<file path="config.mk">
export PLATFORM = sky130hd
export DESIGN_NAME = radio_slot_core
export DESIGN_NICKNAME = d
export VERILOG_FILES = /design/src/common/radio_pkg.sv /design/src/hw/radio_slot_core.sv /design/src/fe_control/fe_control.sv /design/src/fe_control/fe_iq_corrector.sv /design/src/db_control/db_atr_gpio.sv /design/src/db_control/db_settings_regs.sv
export SDC_FILE = /design/constraint.sdc
export NUM_CORES = 1
export LEC_CHECK = 0
export BUFFER_PORTS_ARGS = -buffer_cell sky130_fd_sc_hd__buf_4
export CORE_AREA = 2 2 234 236
export CTS_CLUSTER_DIAMETER = 200
export CTS_CLUSTER_SIZE = 20
export DETAILED_ROUTE_END_ITERATION = 16
export DIE_AREA = 0 0 236 238
export PLACE_DENSITY_LB_ADDON = 0.05
export SKIP_LAST_GASP = 1
export SLEW_MARGIN = 30
export SYNTH_ARGS = -nofsm -noshare
export SYNTH_HDL_FRONTEND = slang
export SYNTH_SLANG_ARGS = --single-unit
</file>
<file path="constraint.sdc">
create_clock -name radio_clk -period 6.5 [get_ports radio_clk]
set_input_delay 0.325 -clock radio_clk [delete_from_list [all_inputs] [get_ports radio_clk]]
set_output_delay 0.325 -clock radio_clk [all_outputs]
set_load 0.005 [all_outputs]
</file>
<file path="src/common/radio_pkg.sv">
`default_nettype none
// ----------------------------
// types, register offsets and bus structs shared by the radio slot
// modules pull it in with a wildcard import in their header
// ----------------------------

package radio_pkg;

   // ----------------------------
   // widths with a meaning
   // ----------------------------
   typedef logic [7:0]         set_addr_t;   // settings and readback address
   typedef logic [31:0]        word_t;       // settings data, gpio, misc
   typedef logic [63:0]        rb_data_t;    // readback word
   typedef logic signed [15:0] iq_t;         // one i or q component
   typedef logic [31:0]        sample_t;     // i in [31:16], q in [15:0]
   typedef logic [2:0]         led_t;        // {rx, txrx_tx, txrx_rx}

   // settings write, valid while stb high
   typedef struct packed {
      logic      stb;
      set_addr_t addr;
      word_t     data;
   } set_bus_t;

   // readback request, answered one cycle later
   typedef struct packed {
      logic      stb;
      set_addr_t addr;
   } rb_req_t;

   // encoding is {tx, rx} so it doubles as the bank index
   typedef enum logic [1:0] {
      ATR_IDLE        = 2'd0,
      ATR_RX          = 2'd1,
      ATR_TX          = 2'd2,
      ATR_FULL_DUPLEX = 2'd3
   } atr_state_t;

   // ----------------------------
   // db register offsets
   // ----------------------------
   localparam set_addr_t SR_GPIO_IDLE = 8'd0;
   localparam set_addr_t SR_GPIO_RX   = 8'd1;
   localparam set_addr_t SR_GPIO_TX   = 8'd2;
   localparam set_addr_t SR_GPIO_FDX  = 8'd3;
   localparam set_addr_t SR_GPIO_DDR  = 8'd4;   // 1 = pin driven
   localparam set_addr_t SR_MISC_OUT  = 8'd5;
   localparam set_addr_t SR_LED_IDLE  = 8'd6;
   localparam set_addr_t SR_LED_RX    = 8'd7;
   localparam set_addr_t SR_LED_TX    = 8'd8;
   localparam set_addr_t SR_LED_FDX   = 8'd9;

   // front end, per channel window
   localparam set_addr_t SR_FE_DC   = 8'd0;   // {i offset, q offset}
   localparam set_addr_t SR_FE_CTRL = 8'd1;
   localparam int FE_CTRL_SWAP  = 0;          // ctrl bit, swap i and q
   localparam int FE_CTRL_INV_I = 1;          // ctrl bit, negate i

   // readback addresses, anything else reads zero
   localparam set_addr_t RB_GPIO    = 8'd0;   // {gpio in, gpio out}
   localparam set_addr_t RB_MISC    = 8'd1;   // {misc in, misc out}
   localparam set_addr_t RB_DDR_LED = 8'd2;   // {ddr, leds}

endpackage

`default_nettype wire
</file>
<file path="src/hw/radio_slot_core.sv">
`default_nettype none
// ----------------------------
// one daughterboard slot on the radio clock, db control plus front end
// ----------------------------

module radio_slot_core
   import radio_pkg::*;
#(
   parameter set_addr_t SR_DB_BASE        = 8'd160,
   parameter set_addr_t SR_RX_FE_BASE     = 8'd224,
   parameter set_addr_t SR_TX_FE_BASE     = 8'd208,
   parameter set_addr_t SR_FE_CHAN_OFFSET = 8'd16,
   parameter int        NUM_CHANNELS      = 2
) (
   input  wire                        radio_clk,
   input  wire                        i_rst_n,
   // settings bus, single master
   input  wire set_bus_t              i_set,
   input  wire rb_req_t               i_rb,
   // pins
   input  wire word_t                 i_gpio_in,
   input  wire word_t                 i_misc_in,
   // channel run flags, levels
   input  wire [NUM_CHANNELS-1:0]     i_run_rx,
   input  wire [NUM_CHANNELS-1:0]     i_run_tx,
   // samples
   input  wire                        i_rx_stb,
   input  wire sample_t               i_rx_sample,
   input  wire sample_t               i_bb_rx,
   input  wire sample_t               i_tx_data,
   input  wire sample_t               i_bb_tx,
   output word_t                      o_gpio_out,
   output word_t                      o_gpio_ddr,
   output led_t                       o_leds,
   output word_t                      o_misc_out,
   output logic                       o_rb_stb,
   output rb_data_t                   o_rb_data,
   output logic                       o_rx_stb,
   output sample_t [NUM_CHANNELS-1:0] o_rx_data,
   output sample_t                    o_tx
);

   word_t [3:0] gpio_bank;   // atr banks from the register file
   led_t  [3:0] led_bank;

   db_settings_regs #(
      .SR_DB_BASE(SR_DB_BASE)
   ) db_settings_regs_i (
      .radio_clk   (radio_clk),
      .i_rst_n     (i_rst_n),
      .i_set       (i_set),
      .i_rb        (i_rb),
      .i_gpio_in   (i_gpio_in),
      .i_misc_in   (i_misc_in),
      .i_gpio_out  (o_gpio_out),
      .i_leds      (o_leds),
      .o_gpio_bank (gpio_bank),
      .o_led_bank  (led_bank),
      .o_gpio_ddr  (o_gpio_ddr),
      .o_misc_out  (o_misc_out),
      .o_rb_stb    (o_rb_stb),
      .o_rb_data   (o_rb_data)
   );

   db_atr_gpio #(
      .NUM_CHANNELS(NUM_CHANNELS)
   ) db_atr_gpio_i (
      .radio_clk   (radio_clk),
      .i_rst_n     (i_rst_n),
      .i_run_rx    (i_run_rx),
      .i_run_tx    (i_run_tx),
      .i_gpio_bank (gpio_bank),
      .i_led_bank  (led_bank),
      .o_gpio_out  (o_gpio_out),
      .o_leds      (o_leds)
   );

   // override keyed on channel 0 only
   fe_control #(
      .SR_RX_FE_BASE     (SR_RX_FE_BASE),
      .SR_TX_FE_BASE     (SR_TX_FE_BASE),
      .SR_FE_CHAN_OFFSET (SR_FE_CHAN_OFFSET),
      .NUM_CHANNELS      (NUM_CHANNELS)
   ) fe_control_i (
      .radio_clk   (radio_clk),
      .i_rst_n     (i_rst_n),
      .i_set       (i_set),
      .i_rx_stb    (i_rx_stb),
      .i_rx_sample (i_rx_sample),
      .i_bb_rx     (i_bb_rx),
      .i_rx_run0   (i_run_rx[0]),
      .i_tx_run0   (i_run_tx[0]),
      .i_tx_data   (i_tx_data),
      .i_bb_tx     (i_bb_tx),
      .o_rx_stb    (o_rx_stb),
      .o_rx_data   (o_rx_data),
      .o_tx        (o_tx)
   );

endmodule

`default_nettype wire

</file>
<file path="src/fe_control/fe_control.sv">
`default_nettype none
// ----------------------------
// rx and tx front end correction for one slot
// baseband engine samples override the host streams while running
// ----------------------------

module fe_control
   import radio_pkg::*;
#(
   parameter set_addr_t SR_RX_FE_BASE     = 8'd224,
   parameter set_addr_t SR_TX_FE_BASE     = 8'd208,
   parameter set_addr_t SR_FE_CHAN_OFFSET = 8'd16,
   parameter int        NUM_CHANNELS      = 2
) (
   input  wire                      radio_clk,
   input  wire                      i_rst_n,
   input  wire set_bus_t            i_set,
   // rx side
   input  wire                      i_rx_stb,
   input  wire sample_t             i_rx_sample,   // adc, shared by all channels
   input  wire sample_t             i_bb_rx,
   input  wire                      i_rx_run0,
   // tx side, runs every cycle
   input  wire                      i_tx_run0,
   input  wire sample_t             i_tx_data,
   input  wire sample_t             i_bb_tx,
   output logic                     o_rx_stb,
   output sample_t [NUM_CHANNELS-1:0] o_rx_data,
   output sample_t                  o_tx
);

   logic [NUM_CHANNELS-1:0] rx_stb_ch;   // per channel strobe
   sample_t                 tx_pre;      // tx sample before correction

   // ----------------------------
   // rx channels
   // ----------------------------
   for (genvar c = 0; c < NUM_CHANNELS; c++) begin : g_rx
      fe_iq_corrector #(
         .SR_BASE(set_addr_t'(SR_RX_FE_BASE + c * SR_FE_CHAN_OFFSET))
      ) rx_corr_i (
         .radio_clk       (radio_clk),
         .i_rst_n         (i_rst_n),
         .i_set           (i_set),
         .i_stb           (i_rx_stb),
         .i_sample        (i_rx_sample),
         .i_bypass_en     (i_rx_run0),    // bb stream goes to host as is
         .i_bypass_sample (i_bb_rx),
         .o_stb           (rx_stb_ch[c]),
         .o_sample        (o_rx_data[c])
      );
   end

   assign o_rx_stb = rx_stb_ch[0];

   // ----------------------------
   // tx, channel 0 only reaches the dac
   // ----------------------------
   assign tx_pre = i_tx_run0 ? i_bb_tx : i_tx_data;   // override before correction

   fe_iq_corrector #(
      .SR_BASE(SR_TX_FE_BASE)
   ) tx_corr_i (
      .radio_clk       (radio_clk),
      .i_rst_n         (i_rst_n),
      .i_set           (i_set),
      .i_stb           (1'b1),
      .i_sample        (tx_pre),
      .i_bypass_en     (1'b0),
      .i_bypass_sample ('0),
      .o_stb           (),
      .o_sample        (o_tx)
   );

endmodule

`default_nettype wire

</file>
<file path="src/fe_control/fe_iq_corrector.sv">
`default_nettype none
// ----------------------------
// one channel of i/q correction, swap then negate i then dc add
// ----------------------------

module fe_iq_corrector
   import radio_pkg::*;
#(
   parameter set_addr_t SR_BASE = 8'd224
) (
   input  wire           radio_clk,
   input  wire           i_rst_n,
   input  wire set_bus_t i_set,
   input  wire           i_stb,             // sample valid
   input  wire sample_t  i_sample,
   input  wire           i_bypass_en,       // pass bypass sample untouched
   input  wire sample_t  i_bypass_sample,
   output logic          o_stb,
   output sample_t       o_sample
);

   set_addr_t  fe_off;   // address relative to channel window
   iq_t        dc_i;
   iq_t        dc_q;
   logic [1:0] ctrl;     // swap, invert i
   iq_t        in_i;
   iq_t        in_q;
   iq_t        sw_i;
   iq_t        sw_q;
   iq_t        neg_i;
   iq_t        corr_i;
   iq_t        corr_q;

   assign fe_off = i_set.addr - SR_BASE;

   // channel registers
   always_ff @(posedge radio_clk or negedge i_rst_n) begin
      if (!i_rst_n) begin
         dc_i <= '0;
         dc_q <= '0;
         ctrl <= '0;
      end else if (i_set.stb) begin
         if (fe_off == SR_FE_DC) begin
            dc_i <= i_set.data[31:16];
            dc_q <= i_set.data[15:0];
         end
         if (fe_off == SR_FE_CTRL) begin
            ctrl <= i_set.data[1:0];
         end
      end
   end

   // ----------------------------
   // datapath, all 16 bit wrap
   // ----------------------------
   assign in_i   = i_sample[31:16];
   assign in_q   = i_sample[15:0];
   assign sw_i   = ctrl[FE_CTRL_SWAP] ? in_q : in_i;
   assign sw_q   = ctrl[FE_CTRL_SWAP] ? in_i : in_q;
   assign neg_i  = ctrl[FE_CTRL_INV_I] ? -sw_i : sw_i;   // -32768 stays put
   assign corr_i = neg_i + dc_i;
   assign corr_q = sw_q + dc_q;

   always_ff @(posedge radio_clk or negedge i_rst_n) begin
      if (!i_rst_n) begin
         o_stb    <= 1'b0;
         o_sample <= '0;
      end else begin
         o_stb <= i_stb;
         if (i_stb) begin
            o_sample <= i_bypass_en ? i_bypass_sample : {corr_i, corr_q};
         end
      end
   end

   // sample and bypass select defined whenever strobed
   a_sample_known: assert property (@(posedge radio_clk) disable iff (!i_rst_n)
      i_stb |-> !$isunknown({i_bypass_en, i_sample}))
      else $error("corrector strobed with unknown sample");

endmodule

`default_nettype wire

</file>
<file path="src/db_control/db_atr_gpio.sv">
`default_nettype none
// ----------------------------
// atr state from the channel run flags, picks gpio and led banks
// ----------------------------

module db_atr_gpio
   import radio_pkg::*;
#(
   parameter int NUM_CHANNELS = 2
) (
   input  wire                    radio_clk,
   input  wire                    i_rst_n,
   input  wire [NUM_CHANNELS-1:0] i_run_rx,      // level per channel
   input  wire [NUM_CHANNELS-1:0] i_run_tx,
   input  wire word_t [3:0]       i_gpio_bank,
   input  wire led_t  [3:0]       i_led_bank,
   output word_t                  o_gpio_out,
   output led_t                   o_leds
);

   logic       run_rx_any;   // any rx channel streaming
   logic       run_tx_any;
   atr_state_t atr_state;

   // one slot, so channels can't drive gpio separately
   assign run_rx_any = |i_run_rx;
   assign run_tx_any = |i_run_tx;

   always_comb begin
      case ({run_tx_any, run_rx_any})
         2'b01:   atr_state = ATR_RX;
         2'b10:   atr_state = ATR_TX;
         2'b11:   atr_state = ATR_FULL_DUPLEX;
         default: atr_state = ATR_IDLE;
      endcase
   end

   // ----------------------------
   // registered pin outputs
   // ----------------------------
   always_ff @(posedge radio_clk or negedge i_rst_n) begin
      if (!i_rst_n) begin
         o_gpio_out <= '0;
         o_leds     <= '0;   // leds off
      end else begin
         o_gpio_out <= i_gpio_bank[atr_state];
         o_leds     <= i_led_bank[atr_state];
      end
   end

   // run flags come from outside the slot
   a_atr_known: assert property (@(posedge radio_clk) disable iff (!i_rst_n)
      !$isunknown({run_tx_any, run_rx_any}))
      else $error("atr state unknown, check run flags");

endmodule

`default_nettype wire

</file>
<file path="src/db_control/db_settings_regs.sv">
`default_nettype none
// ----------------------------
// daughterboard register file, written from the settings bus
// also answers readback requests with one cycle latency
// ----------------------------

module db_settings_regs
   import radio_pkg::*;
#(
   parameter set_addr_t SR_DB_BASE = 8'd160
) (
   input  wire             radio_clk,
   input  wire             i_rst_n,
   // settings and readback
   input  wire set_bus_t   i_set,
   input  wire rb_req_t    i_rb,
   // pin and status inputs
   input  wire word_t      i_gpio_in,
   input  wire word_t      i_misc_in,
   input  wire word_t      i_gpio_out,    // current atr output, for readback
   input  wire led_t       i_leds,
   // register contents
   output word_t [3:0]     o_gpio_bank,   // indexed by atr_state_t
   output led_t  [3:0]     o_led_bank,
   output word_t           o_gpio_ddr,
   output word_t           o_misc_out,
   output logic            o_rb_stb,
   output rb_data_t        o_rb_data
);

   set_addr_t  db_off;       // address relative to db window
   logic [1:0] led_idx;      // led bank select
   word_t      misc_out_r;   // misc out register, as written
   word_t      misc_in_r;    // misc in, one stage

   // wraps for addresses below base, lands outside the map
   assign db_off  = i_set.addr - SR_DB_BASE;
   assign led_idx = 2'(db_off - SR_LED_IDLE);

   // ----------------------------
   // settings writes
   // ----------------------------
   always_ff @(posedge radio_clk or negedge i_rst_n) begin
      if (!i_rst_n) begin
         o_gpio_bank <= '0;
         o_led_bank  <= '0;
         o_gpio_ddr  <= '0;   // all pins inputs out of reset
         misc_out_r  <= '0;
      end else if (i_set.stb) begin
         case (db_off)
            SR_GPIO_IDLE, SR_GPIO_RX, SR_GPIO_TX, SR_GPIO_FDX: begin
               o_gpio_bank[db_off[1:0]] <= i_set.data;
            end
            SR_GPIO_DDR: begin
               o_gpio_ddr <= i_set.data;
            end
            SR_MISC_OUT: begin
               misc_out_r <= i_set.data;
            end
            SR_LED_IDLE, SR_LED_RX, SR_LED_TX, SR_LED_FDX: begin
               o_led_bank[led_idx] <= i_set.data[2:0];
            end
            default: begin
               // not ours, fe registers or another block
            end
         endcase
      end
   end

   // misc pins, one register each way
   always_ff @(posedge radio_clk or negedge i_rst_n) begin
      if (!i_rst_n) begin
         misc_in_r  <= '0;
         o_misc_out <= '0;
      end else begin
         misc_in_r  <= i_misc_in;
         o_misc_out <= misc_out_r;
      end
   end

   // ----------------------------
   // readback
   // ----------------------------
   always_ff @(posedge radio_clk or negedge i_rst_n) begin
      if (!i_rst_n) begin
         o_rb_stb  <= 1'b0;
         o_rb_data <= '0;
      end else begin
         o_rb_stb <= i_rb.stb;
         if (i_rb.stb) begin
            case (i_rb.addr)
               RB_GPIO:    o_rb_data <= {i_gpio_in, i_gpio_out};
               RB_MISC:    o_rb_data <= {misc_in_r, misc_out_r};
               RB_DDR_LED: o_rb_data <= {o_gpio_ddr, 29'd0, i_leds};
               default:    o_rb_data <= '0;
            endcase
         end
      end
   end

   // request from the host side, strobe and address defined
   a_rb_req_known: assert property (@(posedge radio_clk) disable iff (!i_rst_n)
      !$isunknown(i_rb.stb) && (!i_rb.stb || !$isunknown(i_rb.addr)))
      else $error("readback request unknown");

endmodule

`default_nettype wire

</file>
# Yosys cells after proc, flatten, opt, wreduce, memory -nomap -nowiden

Cells that the tools add are included.

Bits of input ports: 249
Register bits: 567
Word-level logic and storage cells: 110
Output and inout port bits: 261

Reduce and logical (&&, ||, !) cells: 21
Equality and inequality tests: 17
$add $sub $neg: 14
Multiplexer cells: 24
$lt $le $gt $ge: 5

Operators by type and width:

| cell                                                                                | count |
|---|---|
| 64-bit one-hot mux with 3 select lines                                              | 1 |
| 32-bit 2-to-1 mux                                                                   | 5 |
| 16-bit 2-to-1 mux                                                                   | 9 |
| 128-bit bitwise mux                                                                 | 1 |
| 16-bit adder                                                                        | 6 |
| 32-bit binary-select mux with 2-bit select                                          | 1 |
| 32-bit demux with 2-bit select                                                      | 1 |
| 16-bit negator                                                                      | 3 |
| 8-bit by 1-bit == test with 1-bit output, second input constant                     | 5 |
| 8-bit logical NOT                                                                   | 5 |
| 8-bit by 3-bit == test with 1-bit output, second input constant                     | 4 |
| 8-bit subtractor, second input constant                                             | 4 |
| 8-bit by 2-bit == test with 1-bit output, second input constant                     | 3 |
| 2-bit AND reduction                                                                 | 10 |
| 8-bit by 4-bit == test with 1-bit output, second input constant                     | 2 |
| 12-bit bitwise mux                                                                  | 1 |
| 2-bit by 3-bit < comparator with 1-bit output, second input constant                | 3 |
| 4-bit OR reduction                                                                  | 2 |
| 3-bit binary-select mux with 2-bit select                                           | 1 |
| 3-bit demux with 2-bit select                                                       | 1 |
| 3-bit 2-to-1 mux                                                                    | 2 |
| 2-bit one-hot mux with 3 select lines                                               | 1 |
| 2-bit == test, second input constant                                                | 2 |
| 2-bit by 1-bit greater-or-equal comparator with 1-bit output, second input constant | 2 |
| 4 further kinds                                                                     | 6 |

# Depth between registers and ports, before layout

Gate-level depths: netlist of the first run.

Depth in word-level cells: 7
Mapped depth: 18
Depth with buffers taken out: 14

# Hierarchy

Synthesis of the first run repeated with hierarchy kept, for this count alone.

Cells, all modules: 2598
Area total of the unflattened synthesis: 30878.4 um2

By module, submodules not included:

| module                                           | cells an instance | instances | seq. area each (um2) | area an instance (um2) |
|---|---|---|---|---|
| db_settings_regs                                 | 874               | 1         | 8333.0               | 13440.4 |
| fe_iq_corrector (fe_control_i.tx_corr_i)         | 550               | 1         | 1676.6               | 5113.7 |
| fe_iq_corrector (fe_control_i.g_rx[1].rx_corr_i) | 528               | 1         | 1676.6               | 4974.8 |
| fe_iq_corrector (fe_control_i.g_rx[0].rx_corr_i) | 530               | 1         | 1676.6               | 4951.0 |
| db_atr_gpio                                      | 78                | 1         | 875.8                | 1846.8 |
| fe_control                                       | 38                | 1         | 0.0                  | 551.8 |

# Worst setup path before layout of the first run

No wires, ideal clock.

Path type: register to register
From: register fe_control_i.g_rx[1].rx_corr_i.ctrl[0]
To: register fe_control_i.g_rx[1].rx_corr_i.o_sample[31]
Arrival: 4.079 ns
Period minus slack after synthesis: 4.205 ns
Library setup time: 0.126 ns
Path slack: 2.295 ns
Path buffers: 4
Stages on the path, launching flop included: 18
Data required time: 6.374 ns
Path through: dfrtp_1 -> clkbuf_1 -> buf_2 -> clkbuf_1 -> buf_1 -> mux2i_1 -> ha_1 -> o21ai_0 -> or3_1 -> o21ai_0 -> xor2_1 -> ha_1 -> and4_1 -> nor3b_1 -> o211ai_1 -> a21oi_1 -> nor3b_1 -> nor3_1

Longest elaborated chain between the ends: 5

Ends and longest elaborated chain:

| element                | line                  | text |
|---|---|---|
| start, declared        | fe_iq_corrector.sv:25 | `logic [1:0] ctrl;` |
| start signal, assigned | fe_iq_corrector.sv:48 | `ctrl <= i_set.data[1:0];` |
| 16-bit 2-to-1 mux *    | fe_iq_corrector.sv:58 | `assign sw_i = ctrl[FE_CTRL_SWAP] ? in_q : in_i;` |
| 16-bit negator         | fe_iq_corrector.sv:60 | `assign neg_i = ctrl[FE_CTRL_INV_I] ? -sw_i : sw_i;` |
| 16-bit 2-to-1 mux *    | fe_iq_corrector.sv:60 |  |
| 16-bit adder *         | fe_iq_corrector.sv:61 | `assign corr_i = neg_i + dc_i;` |
| 32-bit 2-to-1 mux *    | fe_iq_corrector.sv:71 | `o_sample <= i_bypass_en ? i_bypass_sample : {corr_i, corr_q};` |
| end signal, assigned   | fe_iq_corrector.sv:71 |  |
| end, declared          | fe_iq_corrector.sv:19 | `output sample_t o_sample` |

Mark *: on every way between the ends. The rest lies on a longest branch, timed or not.
A chain may end at the register's enable or synchronous reset.

# Worst setup path after layout of the first run

From: register fe_control_i.g_rx[1].rx_corr_i.ctrl[0]
To: register fe_control_i.g_rx[1].rx_corr_i.o_sample[30]

The elaborated chain is that of the path after synthesis.

==> results.toml, run 1 <==
[cts]
path_clk_slew_ns = 0.10
clockBufferDepth = 3
htreeDepth = 2
root_buffer = "clkbuf_16"
cts_sinks = 567
cts_tree = "yes"
clk_latency_ns = 0.59
cts_buffers = 34

[timing]
fin_tns_setup_ns = 0
post-route-period-util_pct = 60.1
worst_pin_slew_ns = 0.876
setup_viol = 0
hold_viol = 0
worst_clock_skew_ns = 0.0252
drv_slew = 0
rsz0062_at_grt = "false"
finalWorstPathRequiredPeriod_ns = 3.91
fmax_ghz = 0.256
relSlewSlack_pct = 41.6

[critical_path]
reg2reg_slack_ns = 2.59
crit_slowest_cell = "buf_4"
worstSetupPathType = "flip-flop to flip-flop"
critPathLaunch = "fe_control_i.g_rx[1].rx_corr_i.ctrl[0]$_DFFE_PN0P_"
critPathCapture = "fe_control_i.g_rx[1].rx_corr_i.o_sample[30]$_DFFE_PN0P_"
cp_num_buf_inv = 1
crit_top_cell = "o21ai_0"
reg2reg_depth = 13
worst-path-max-fanout = 51
timing.rr.start = "fe_control_i.g_rx[1].rx_corr_i.ctrl[0]$_DFFE_PN0P_"
path_depth = 13
critPathRequiredTime_ns = 6.93
cp_top_family = "compound AO/OA/AOI/OAI gates"
critPathArrivalTime_ns = 4.34
timing.critical_path.slowest_cell_delay_ns = 0.53
cp-end-kind = "flip-flop"
critical_path.cell_chain = "buf_4, nor3_1, o22ai_1, o21ai_0, xor2_1, ha_1, o211a_1, o21ai_0, a31oi_1, a21oi_1, o21ai_0, xnor2_1, o221ai_1"
timing.rr.end = "fe_control_i.g_rx[1].rx_corr_i.o_sample[30]$_DFFE_PN0P_"
worstSetupStartpointType = "flip-flop"

[logic_synthesis]
async_flop_share_pct = 100
yosysWarnings = 0
netlist_area_sq_um = 28700
synth_fp_nets = 2720
yosys-top-cells-count = "dfrtp_1 (567), mux2_2 (333), a21oi_1 (147), nor2_1 (147), mux2i_1 (113)"
seq_area_frac_synth_pct = 49.5
synth_most_common_cell = "dfrtp_1"
synth_largest_area_cell = "dfrtp_1"
ys_ff_latch = 567
synthDominantCellAreaShare_pct = 49.5
postSynthCellCount = 2358
ys.flop_type = "dfrtp_1"
synth_area_leaders = "dfrtp_1 (50%), mux2_2 (13%), mux4_2 (4.9%), ha_1 (4.7%), mux2i_1 (3.9%)"
postSynthAreaPerCell_sq_um = 12.2
ys_types = 72
synth_edf_count = 0

[run_status]
status = "completed"

[power]
p_clk_share_pct = 29.0
p_switching_mw = 2.14
p_leak_nw = 16.6
peakVddDrop_uv = 161
cellPowerDensity_nw_per_um2 = 219
pwr-share-comb_pct = 19.2
pwr-share-seq_pct = 51.8
p_int_mw = 5.40
swShare_pct = 28.3

[grt]
grt_overflow_total = 0
grt_pass1_vias = 21260
grt_pass1_wl_mm = 132
met2_usage_pct = 50.1
grt.met1_usage_pct = 43.5
grt_max_degree = 181
busiest_layer = "met2"
antenna_found_initial = 2
grt_use_met3_pct = 4.89
track_usage_pct = 30.9

[min_path]
hold_path_class = "primary input to flip-flop"

[route]
wl_mm = 88.3
firstDrtPassIters = 7
wire_per_inst_um = 24.9
dr_total_vias = 21101
first_iter_violations = 1506
ant_nets = 0
drc = 0
viasPerCell = 5.95

[placed_design]
dp_hpwl_mm = 63.8
gp_congestion = 0.974
io_buffer_count = 509
dp.cells = 3468

[floorplanning]
num_rows = 85
dieArea_sq_um = 56200
die_x_um = 236
io_pins = 510
start_util_pct = 53.6
dieHeight_um = 238
core_sq_um = 53500

[final_layout]
multi_input_comb_area_sq_um = 13600
final_nets = 3205
layout.cells.non_filler = 3544
top_regs = "db_settings_regs_i.o_gpio_bank: 128 flops, db_settings_regs_i.o_rb_data: 64 flops, fe_control_i.g_rx.rx_corr_i.o_sample: 64 flops"
drive_gt1_share_pct = 34.8
seqCellArea_sq_um = 14200
syn2layout_area_growth_pct = 20.3
largest_register = "db_settings_regs_i.o_gpio_bank"
largest_reg_flops = 128
num-fill-cells = 4205

[run]
drv_cap = 0
## layout make-up
class | instances | share of cell area (%)
antenna | 1 | 0.00726
clock inverter | 4 | 0.211
multi-input combinational | 1567 | 39.6
timing repair buffer | 564 | 12.8
clock buffer | 36 | 2.49
tap | 696 | 2.53
inverter | 109 | 1.19
sequential | 567 | 41.2
## tightest hold or removal path: stages
cell	delay [ns]
buf_4	0.08
o22ai_1	0.05
nor3_1	0.11
## layer usage
layer / up-vias / share of wire (%)
met5: - / 0
met4: 0 / 3.0
met3: 145 / 5.2
met2: 656 / 48
met1: 10804 / 44
li1: 9496 / -
## cells by family after synthesis
| logic type | Yosys count | share of synthesized area, % |
|---|---|---|
| flip-flops | 567 | 49.5 |
| AO/OA/AOI/OAI | 428 | 9.26 |
| adder cells (fa/ha/maj) | 113 | 5.09 |
| AND/OR/NAND/NOR | 389 | 6.79 |
| buffers and inverters | 224 | 3.13 |
| XOR/XNOR | 117 | 3.58 |
| multiplexers | 520 | 22.6 |
## per-stage QoR
stage | hold slack, ns | util, % | area [sq um] | power, mW | setup WS [ns]
floorplan | 0.0294 | - | 28700 | 4.67 | 2.29
global placement | 0.374 | 61.9 | 33100 | 5.36 | 2.55
detailed placement | 0.385 | 62.0 | 33100 | 5.39 | 2.38
CTS | 0.0117 | 64.3 | 34400 | 7.58 | 2.37
global route | 0.0419 | 64.4 | 34500 | 7.85 | 2.26
finish | 0.0357 | 64.4 | 34500 | 7.54 | 2.59
## worst min-delay path by stage
stage / from / to / slack [ns] / cells past startpoint
final: i_bb_rx[31] / fe_control_i.g_rx[1].rx_corr_i.o_sample[31]$_DFFE_PN0P_ / 0.04 / 3
after global routing: i_bb_rx[6] / fe_control_i.g_rx[0].rx_corr_i.o_sample[6]$_DFFE_PN0P_ / 0.04 / 3
after CTS: i_bb_rx[31] / fe_control_i.g_rx[1].rx_corr_i.o_sample[31]$_DFFE_PN0P_ / 0.01 / 3
after detailed placement: db_settings_regs_i.misc_out_r[31]$_DFFE_PN0P_ / db_settings_regs_i.o_misc_out[31]$_DFF_PN0_ / 0.38 / 0
after global placement: db_settings_regs_i.misc_out_r[4]$_DFFE_PN0P_ / db_settings_regs_i.o_misc_out[4]$_DFF_PN0_ / 0.37 / 0
after floorplan: i_rst_n / db_atr_gpio_i.o_gpio_out[0]$_DFF_PN0_ / 0.03 / 0
## layout by cell type, fill, tap and decap left out, drive strengths merged, types with 69 or more instances in the layout
cell / n
a21oi: 147
buf: 531
dfrtp: 567
ha: 107
inv: 111
mux2: 340
mux2i: 113
nand2: 73
nor2: 148
o22ai: 69
xnor2: 70
## power by group through the flow
stage	clock, mW	sequential (mW)	combinational (mW)
floorplan	0	3.92	0.750
global placement	0	3.96	1.40
detailed placement	0	3.97	1.42
CTS	2.23	3.90	1.45
global route	2.35	3.93	1.57
finish	2.18	3.91	1.45
## timing repair
item	CTS	global route
gates resized for setup	0	0
hold endpoints to repair	151	0
buffers inserted	0	0
hold buffers	33	0
Note: power is estimated with default switching activity, not from simulation.
==> inputs of run 2 (changes only) <==
Clock period 6.5 ns to 3.9 ns, I/O delays scaled along.
==> results.toml, run 2 (same netlist as run 1, synthesis figures left out) <==
[power]
cellPowerDensity_nw_per_um2 = 359
peakVddDrop_uv = 321
power_mw = 12.6
p_leak_nw = 16.9

[timing]
relSlewSlack_pct = 44.5
rsz0062_at_grt = "false"
hold_viol = 0
post-route-period-util_pct = 93.3
holdWs_ns = 0.0262
fin_tns_setup_ns = 0
finalWorstPathRequiredPeriod_ns = 3.64
setup_viol = 0
worst_pin_slew_ns = 0.832
drv_slew = 0
worst_clock_skew_ns = 0.0200
fmax_ghz = 0.275

[min_path]
worstHoldPathCells = 2
hold_path.startpoint = "i_set[6]"
holdPathEnd = "db_settings_regs_i.misc_out_r[6]$_DFFE_PN0P_"
hold_path_class = "primary input to flip-flop"

[floorplanning]
dieHeight_um = 238
die_x_um = 236
dieArea_sq_um = 56200
start_util_pct = 53.6
io_pins = 510
num_rows = 85
core_sq_um = 53500

[critical_path]
worstSetupPathType = "flip-flop to flip-flop"
timing.rr.end = "fe_control_i.g_rx[1].rx_corr_i.o_sample[31]$_DFFE_PN0P_"
worst-path-max-fanout = 10
reg2reg_slack_ns = 0.26
critPathArrivalTime_ns = 4.13
worstSetupStartpointType = "flip-flop"
cp-end-kind = "flip-flop"
reg2reg_depth = 14
timing.rr.start = "fe_control_i.g_rx[1].rx_corr_i.ctrl[0]$_DFFE_PN0P_"
critPathRequiredTime_ns = 4.39

[grt]
track_usage_pct = 31.4
grt_overflow_total = 0
grt_max_degree = 109
antenna_found_initial = 6
grt_pass1_wl_mm = 133
grt_pass1_vias = 21431

[final_layout]
top_regs = "db_settings_regs_i.o_gpio_bank: 128 flops, db_settings_regs_i.o_rb_data: 64 flops, fe_control_i.g_rx.rx_corr_i.o_sample: 64 flops"
largest_register = "db_settings_regs_i.o_gpio_bank"
multi_input_comb_area_sq_um = 13600
final_common_cell = "dfrtp_1"
num-fill-cells = 4082
largest_reg_flops = 128
drive_gt1_share_pct = 34.6
final_nets = 3274
fin_area_sq_um = 35100
final_cell_mix = "dfrtp_1 (564), buf_4 (542), mux2_2 (333)"
seqCellArea_sq_um = 14200
syn2layout_area_growth_pct = 22.4

[route]
ant_nets = 0
wire_per_inst_um = 24.6
drc = 0
dr_total_vias = 21290
viasPerCell = 5.89
wl_mm = 88.8
first_iter_violations = 1614
firstDrtPassIters = 5

[placed_design]
io_buffer_count = 509
dpl_cell_area_sq_um = 33300
dp_hpwl_mm = 64.5
gp_congestion = 0.937

[cts]
cts_sinks = 567
clk_latency_ns = 0.57
path_clk_slew_ns = 0.10
root_buffer = "clkbuf_16"
htreeDepth = 2
cts_buffers = 34
cts_tree = "yes"
clockBufferDepth = 3

[run_status]
status = "completed"

[run]
drv_cap = 0
run 2: stage by stage:
stage | std cells | utilization (%) | setup WS [ns]
after floorplan | 2358 | - | 0.0503
after global placement | 3485 | 62.2 | 0.351
after detailed placement | 3485 | 62.2 | 0.250
after CTS | 3608 | 65.5 | 0.235
after global routing | 3611 | 65.6 | 0.0102
final | 3612 | 65.6 | 0.260
run 2: worst max-delay path: stages (launching register included):
cell and delay [ns]:
dfrtp_2 0.47, mux2i_1 0.27, ha_1 0.19, o21ai_0 0.13, or3_1 0.47, o21ai_1 0.22, xor2_1 0.29, ha_1 0.33
and4_1 0.22, a21oi_1 0.17, nand2_1 0.09, o211ai_1 0.18, a21oi_1 0.11, nor3b_1 0.16, nor3_1 0.24
run 2: worst max-delay path by stage:
stage          slack [ns]                                               start                                                 endpoint  cells past startpoint
2_1_floorplan        0.05  fe_control_i.g_rx[0].rx_corr_i.ctrl[0]$_DFFE_PN0P_  fe_control_i.g_rx[0].rx_corr_i.o_sample[31]$_DFFE_PN0P_                     16
3_3_place_gp         0.35                                         i_run_tx[0]            fe_control_i.tx_corr_i.o_sample[30]$_DFF_PN0_                     14
3_5_place_dp         0.25  fe_control_i.g_rx[1].rx_corr_i.ctrl[0]$_DFFE_PN0P_  fe_control_i.g_rx[1].rx_corr_i.o_sample[31]$_DFFE_PN0P_                     14
4_1_cts              0.24  fe_control_i.g_rx[0].rx_corr_i.ctrl[0]$_DFFE_PN0P_  fe_control_i.g_rx[0].rx_corr_i.o_sample[31]$_DFFE_PN0P_                     13
5_1_grt              0.01  fe_control_i.g_rx[1].rx_corr_i.ctrl[0]$_DFFE_PN0P_  fe_control_i.g_rx[1].rx_corr_i.o_sample[31]$_DFFE_PN0P_                     14
6_report             0.26  fe_control_i.g_rx[1].rx_corr_i.ctrl[0]$_DFFE_PN0P_  fe_control_i.g_rx[1].rx_corr_i.o_sample[31]$_DFFE_PN0P_                     14
run 2: final cells by class:
type | instances | area share, %
diodes | 1 | 0.00713
multi-input cells | 1567 | 38.9
clock buffers | 36 | 2.51
well taps | 696 | 2.48
clock inverters | 3 | 0.128
repair buffers | 633 | 14.4
flip-flops and latches | 567 | 40.5
inverters | 109 | 1.17
run 2: power breakdown:
group | internal [mW] | switching, mW | total (mW) | leakage (nW)
clock | 1.63 | 1.97 | 3.61 | 0.454
sequential | 6.24 | 0.257 | 6.50 | 7.53
combinational | 1.19 | 1.30 | 2.49 | 8.93
run 2: what timing repair did:
action / 4_1_cts / 5_1_grt
hold endpoints to repair: 248 / 0
hold buffers: 84 / 0
setup endpoints to repair: 0 / 4
setup buffers: 0 / 3
resized for setup: 0 / 4
run 2: metal layers:
metal / wire length (um) / global-route usage [%] / vias to the layer above
li1: - / - / 9610
met1: 38800 / 44.5 / 10810
met2: 42400 / 50.7 / 717
met3: 4760 / 4.08 / 153
met4: 2850 / 9.98 / 0
met5: 0 / 0 / -
==> inputs of run 3 (changes only) <==
Settings changed: CTS_BUF_LIST set to sky130_fd_sc_hd__clkbuf_16.
==> results.toml, run 3 (same netlist as run 1, synthesis figures left out) <==
[cts]
clockBufferDepth = 3
htreeDepth = 2
cts_buffers = 34
root_buffer = "clkbuf_16"
path_clk_slew_ns = 0.10
clk_latency_ns = 0.57
cts_sinks = 567
cts_tree = "yes"

[critical_path]
cp_num_buf_inv = 0
reg2reg_depth = 14
cp_top_family = "simple AND/OR/NAND/NOR gates"
critPathArrivalTime_ns = 4.13
timing.rr.start = "fe_control_i.g_rx[1].rx_corr_i.ctrl[0]$_DFFE_PN0P_"
worstSetupStartpointType = "flip-flop"
reg2reg_slack_ns = 0.26
worst-path-max-fanout = 10
timing.critical_path.slowest_cell_delay_ns = 0.47
timing.rr.end = "fe_control_i.g_rx[1].rx_corr_i.o_sample[31]$_DFFE_PN0P_"
critical_path.cell_chain = "mux2i_1, ha_1, o21ai_0, or3_1, o21ai_1, xor2_1, ha_1, and4_1, a21oi_1, nand2_1, o211ai_1, a21oi_1, nor3b_1, nor3_1"
crit_slowest_cell = "dfrtp_2"
worstSetupPathType = "flip-flop to flip-flop"
critPathRequiredTime_ns = 4.39
cp-end-kind = "flip-flop"

[floorplanning]
core_sq_um = 53500
num_rows = 85
start_util_pct = 53.6
io_pins = 510
die_x_um = 236
dieArea_sq_um = 56200
dieHeight_um = 238

[grt]
antenna_found_initial = 6
grt_use_met3_pct = 4.08
grt_pass1_wl_mm = 133
grt_overflow_total = 0
track_usage_pct = 31.4
grt_max_degree = 109
met2_usage_pct = 50.7
grt_pass1_vias = 21431
busiest_layer = "met2"
grt.met1_usage_pct = 44.5

[final_layout]
final_common_cell = "dfrtp_1"
largest_reg_flops = 128
largest_register = "db_settings_regs_i.o_gpio_bank"
final_nets = 3274
final_cell_mix = "dfrtp_1 (564), buf_4 (542), mux2_2 (333)"
syn2layout_area_growth_pct = 22.4
drive_gt1_share_pct = 34.6
top_regs = "db_settings_regs_i.o_gpio_bank: 128 flops, db_settings_regs_i.o_rb_data: 64 flops, fe_control_i.g_rx.rx_corr_i.o_sample: 64 flops"
fin_area_sq_um = 35100

[timing]
finalWorstPathRequiredPeriod_ns = 3.64
relSlewSlack_pct = 44.6
rsz0062_at_grt = "false"
worst_clock_skew_ns = 0.0208
worst_pin_slew_ns = 0.831
hold_viol = 0
setup_viol = 0
fmax_ghz = 0.274
final.setup.worst_slack_ns = 0.257
post-route-period-util_pct = 93.4
fin_tns_setup_ns = 0
drv_slew = 0

[route]
ant_nets = 0
firstDrtPassIters = 5
first_iter_violations = 1622
dr_total_vias = 21273
wl_mm = 88.8
wire_per_inst_um = 24.6
viasPerCell = 5.89
drc = 0

[run_status]
status = "completed"

[placed_design]
dpl_cell_area_sq_um = 33300
gp_congestion = 0.937
io_buffer_count = 509
dp_slack_ns = 0.250
dp_hpwl_mm = 64.5

[min_path]
worstHoldPathCells = 2
hold_path.startpoint = "i_set[6]"
hold_path_class = "primary input to flip-flop"
holdPathEnd = "db_settings_regs_i.misc_out_r[6]$_DFFE_PN0P_"

[power]
p_leak_nw = 16.9
peakVddDrop_uv = 321
cellPowerDensity_nw_per_um2 = 359

[run]
drv_cap = 0
## run 3: how the worst max path moves through the flow
stage                                                                   from                                                      end  slack (ns)  depth (start not counted)
after floorplan           fe_control_i.g_rx[0].rx_corr_i.ctrl[0]$_DFFE_PN0P_  fe_control_i.g_rx[0].rx_corr_i.o_sample[31]$_DFFE_PN0P_        0.05                         16
after global placement                                           i_run_tx[0]            fe_control_i.tx_corr_i.o_sample[30]$_DFF_PN0_        0.35                         14
after detailed placement  fe_control_i.g_rx[1].rx_corr_i.ctrl[0]$_DFFE_PN0P_  fe_control_i.g_rx[1].rx_corr_i.o_sample[31]$_DFFE_PN0P_        0.25                         14
after CTS                 fe_control_i.g_rx[0].rx_corr_i.ctrl[0]$_DFFE_PN0P_  fe_control_i.g_rx[0].rx_corr_i.o_sample[31]$_DFFE_PN0P_        0.23                         13
after global routing      fe_control_i.g_rx[1].rx_corr_i.ctrl[0]$_DFFE_PN0P_  fe_control_i.g_rx[1].rx_corr_i.o_sample[31]$_DFFE_PN0P_        0.01                         14
final                     fe_control_i.g_rx[1].rx_corr_i.ctrl[0]$_DFFE_PN0P_  fe_control_i.g_rx[1].rx_corr_i.o_sample[31]$_DFFE_PN0P_        0.26                         14
## run 3: routing by layer
| layer | vias up | part of all wire, % |
|---|---|---|
| met4 | 0 | 3.2 |
| met2 | 708 | 48 |
| met1 | 10805 | 44 |
| met3 | 150 | 5.4 |
| met5 | - | 0 |
| li1 | 9610 | - |
## run 3: repair_timing
action,CTS,global route
buffers inserted,0,3
hold endpoints to repair,248,0
hold buffers,84,0
endpoints found under the setup margin,0,4
gates resized for setup,0,4
## run 3: worst register-to-register path, cell delays in order (launching register included)
cell and delay (ns):
dfrtp_2 0.47, mux2i_1 0.28, ha_1 0.20, o21ai_0 0.13, or3_1 0.47, o21ai_1 0.22
xor2_1 0.29, ha_1 0.33, and4_1 0.22, a21oi_1 0.18, nand2_1 0.09, o211ai_1 0.18
a21oi_1 0.11, nor3b_1 0.16, nor3_1 0.24
## run 3: stage by stage
| step | total power [mW] | hold WS (ns) | instances | util (%) |
|---|---|---|---|---|
| after detailed placement | 9.01 | 0.255 | 3485 | 62.2 |
| after global routing | 13.1 | 0.00860 | 3611 | 65.6 |
| after floorplan | 7.78 | -0.101 | 2358 | - |
| after global placement | 8.97 | 0.234 | 3485 | 62.2 |
| after CTS | 12.7 | 0.00108 | 3608 | 65.5 |
| final | 12.6 | 0.0259 | 3612 | 65.6 |
## run 3: cell type report
type                    instances  area (sq um)
clock buffers                  35           876
clock inverters                 4          48.8
flip-flops and latches        567         14200
fillers                      4082         18400
multi-input cells            1567         13600
inverters                     109           409
repair buffers                633          5040
well taps                     696           871
diodes                          1          2.50
## run 3: power by group
| group | switching (mW) | internal (mW) | total, mW |
|---|---|---|---|
| Sequential | 0.258 | 6.24 | 6.50 |
| Combinational | 1.30 | 1.19 | 2.49 |
| Clock | 1.97 | 1.63 | 3.60 |
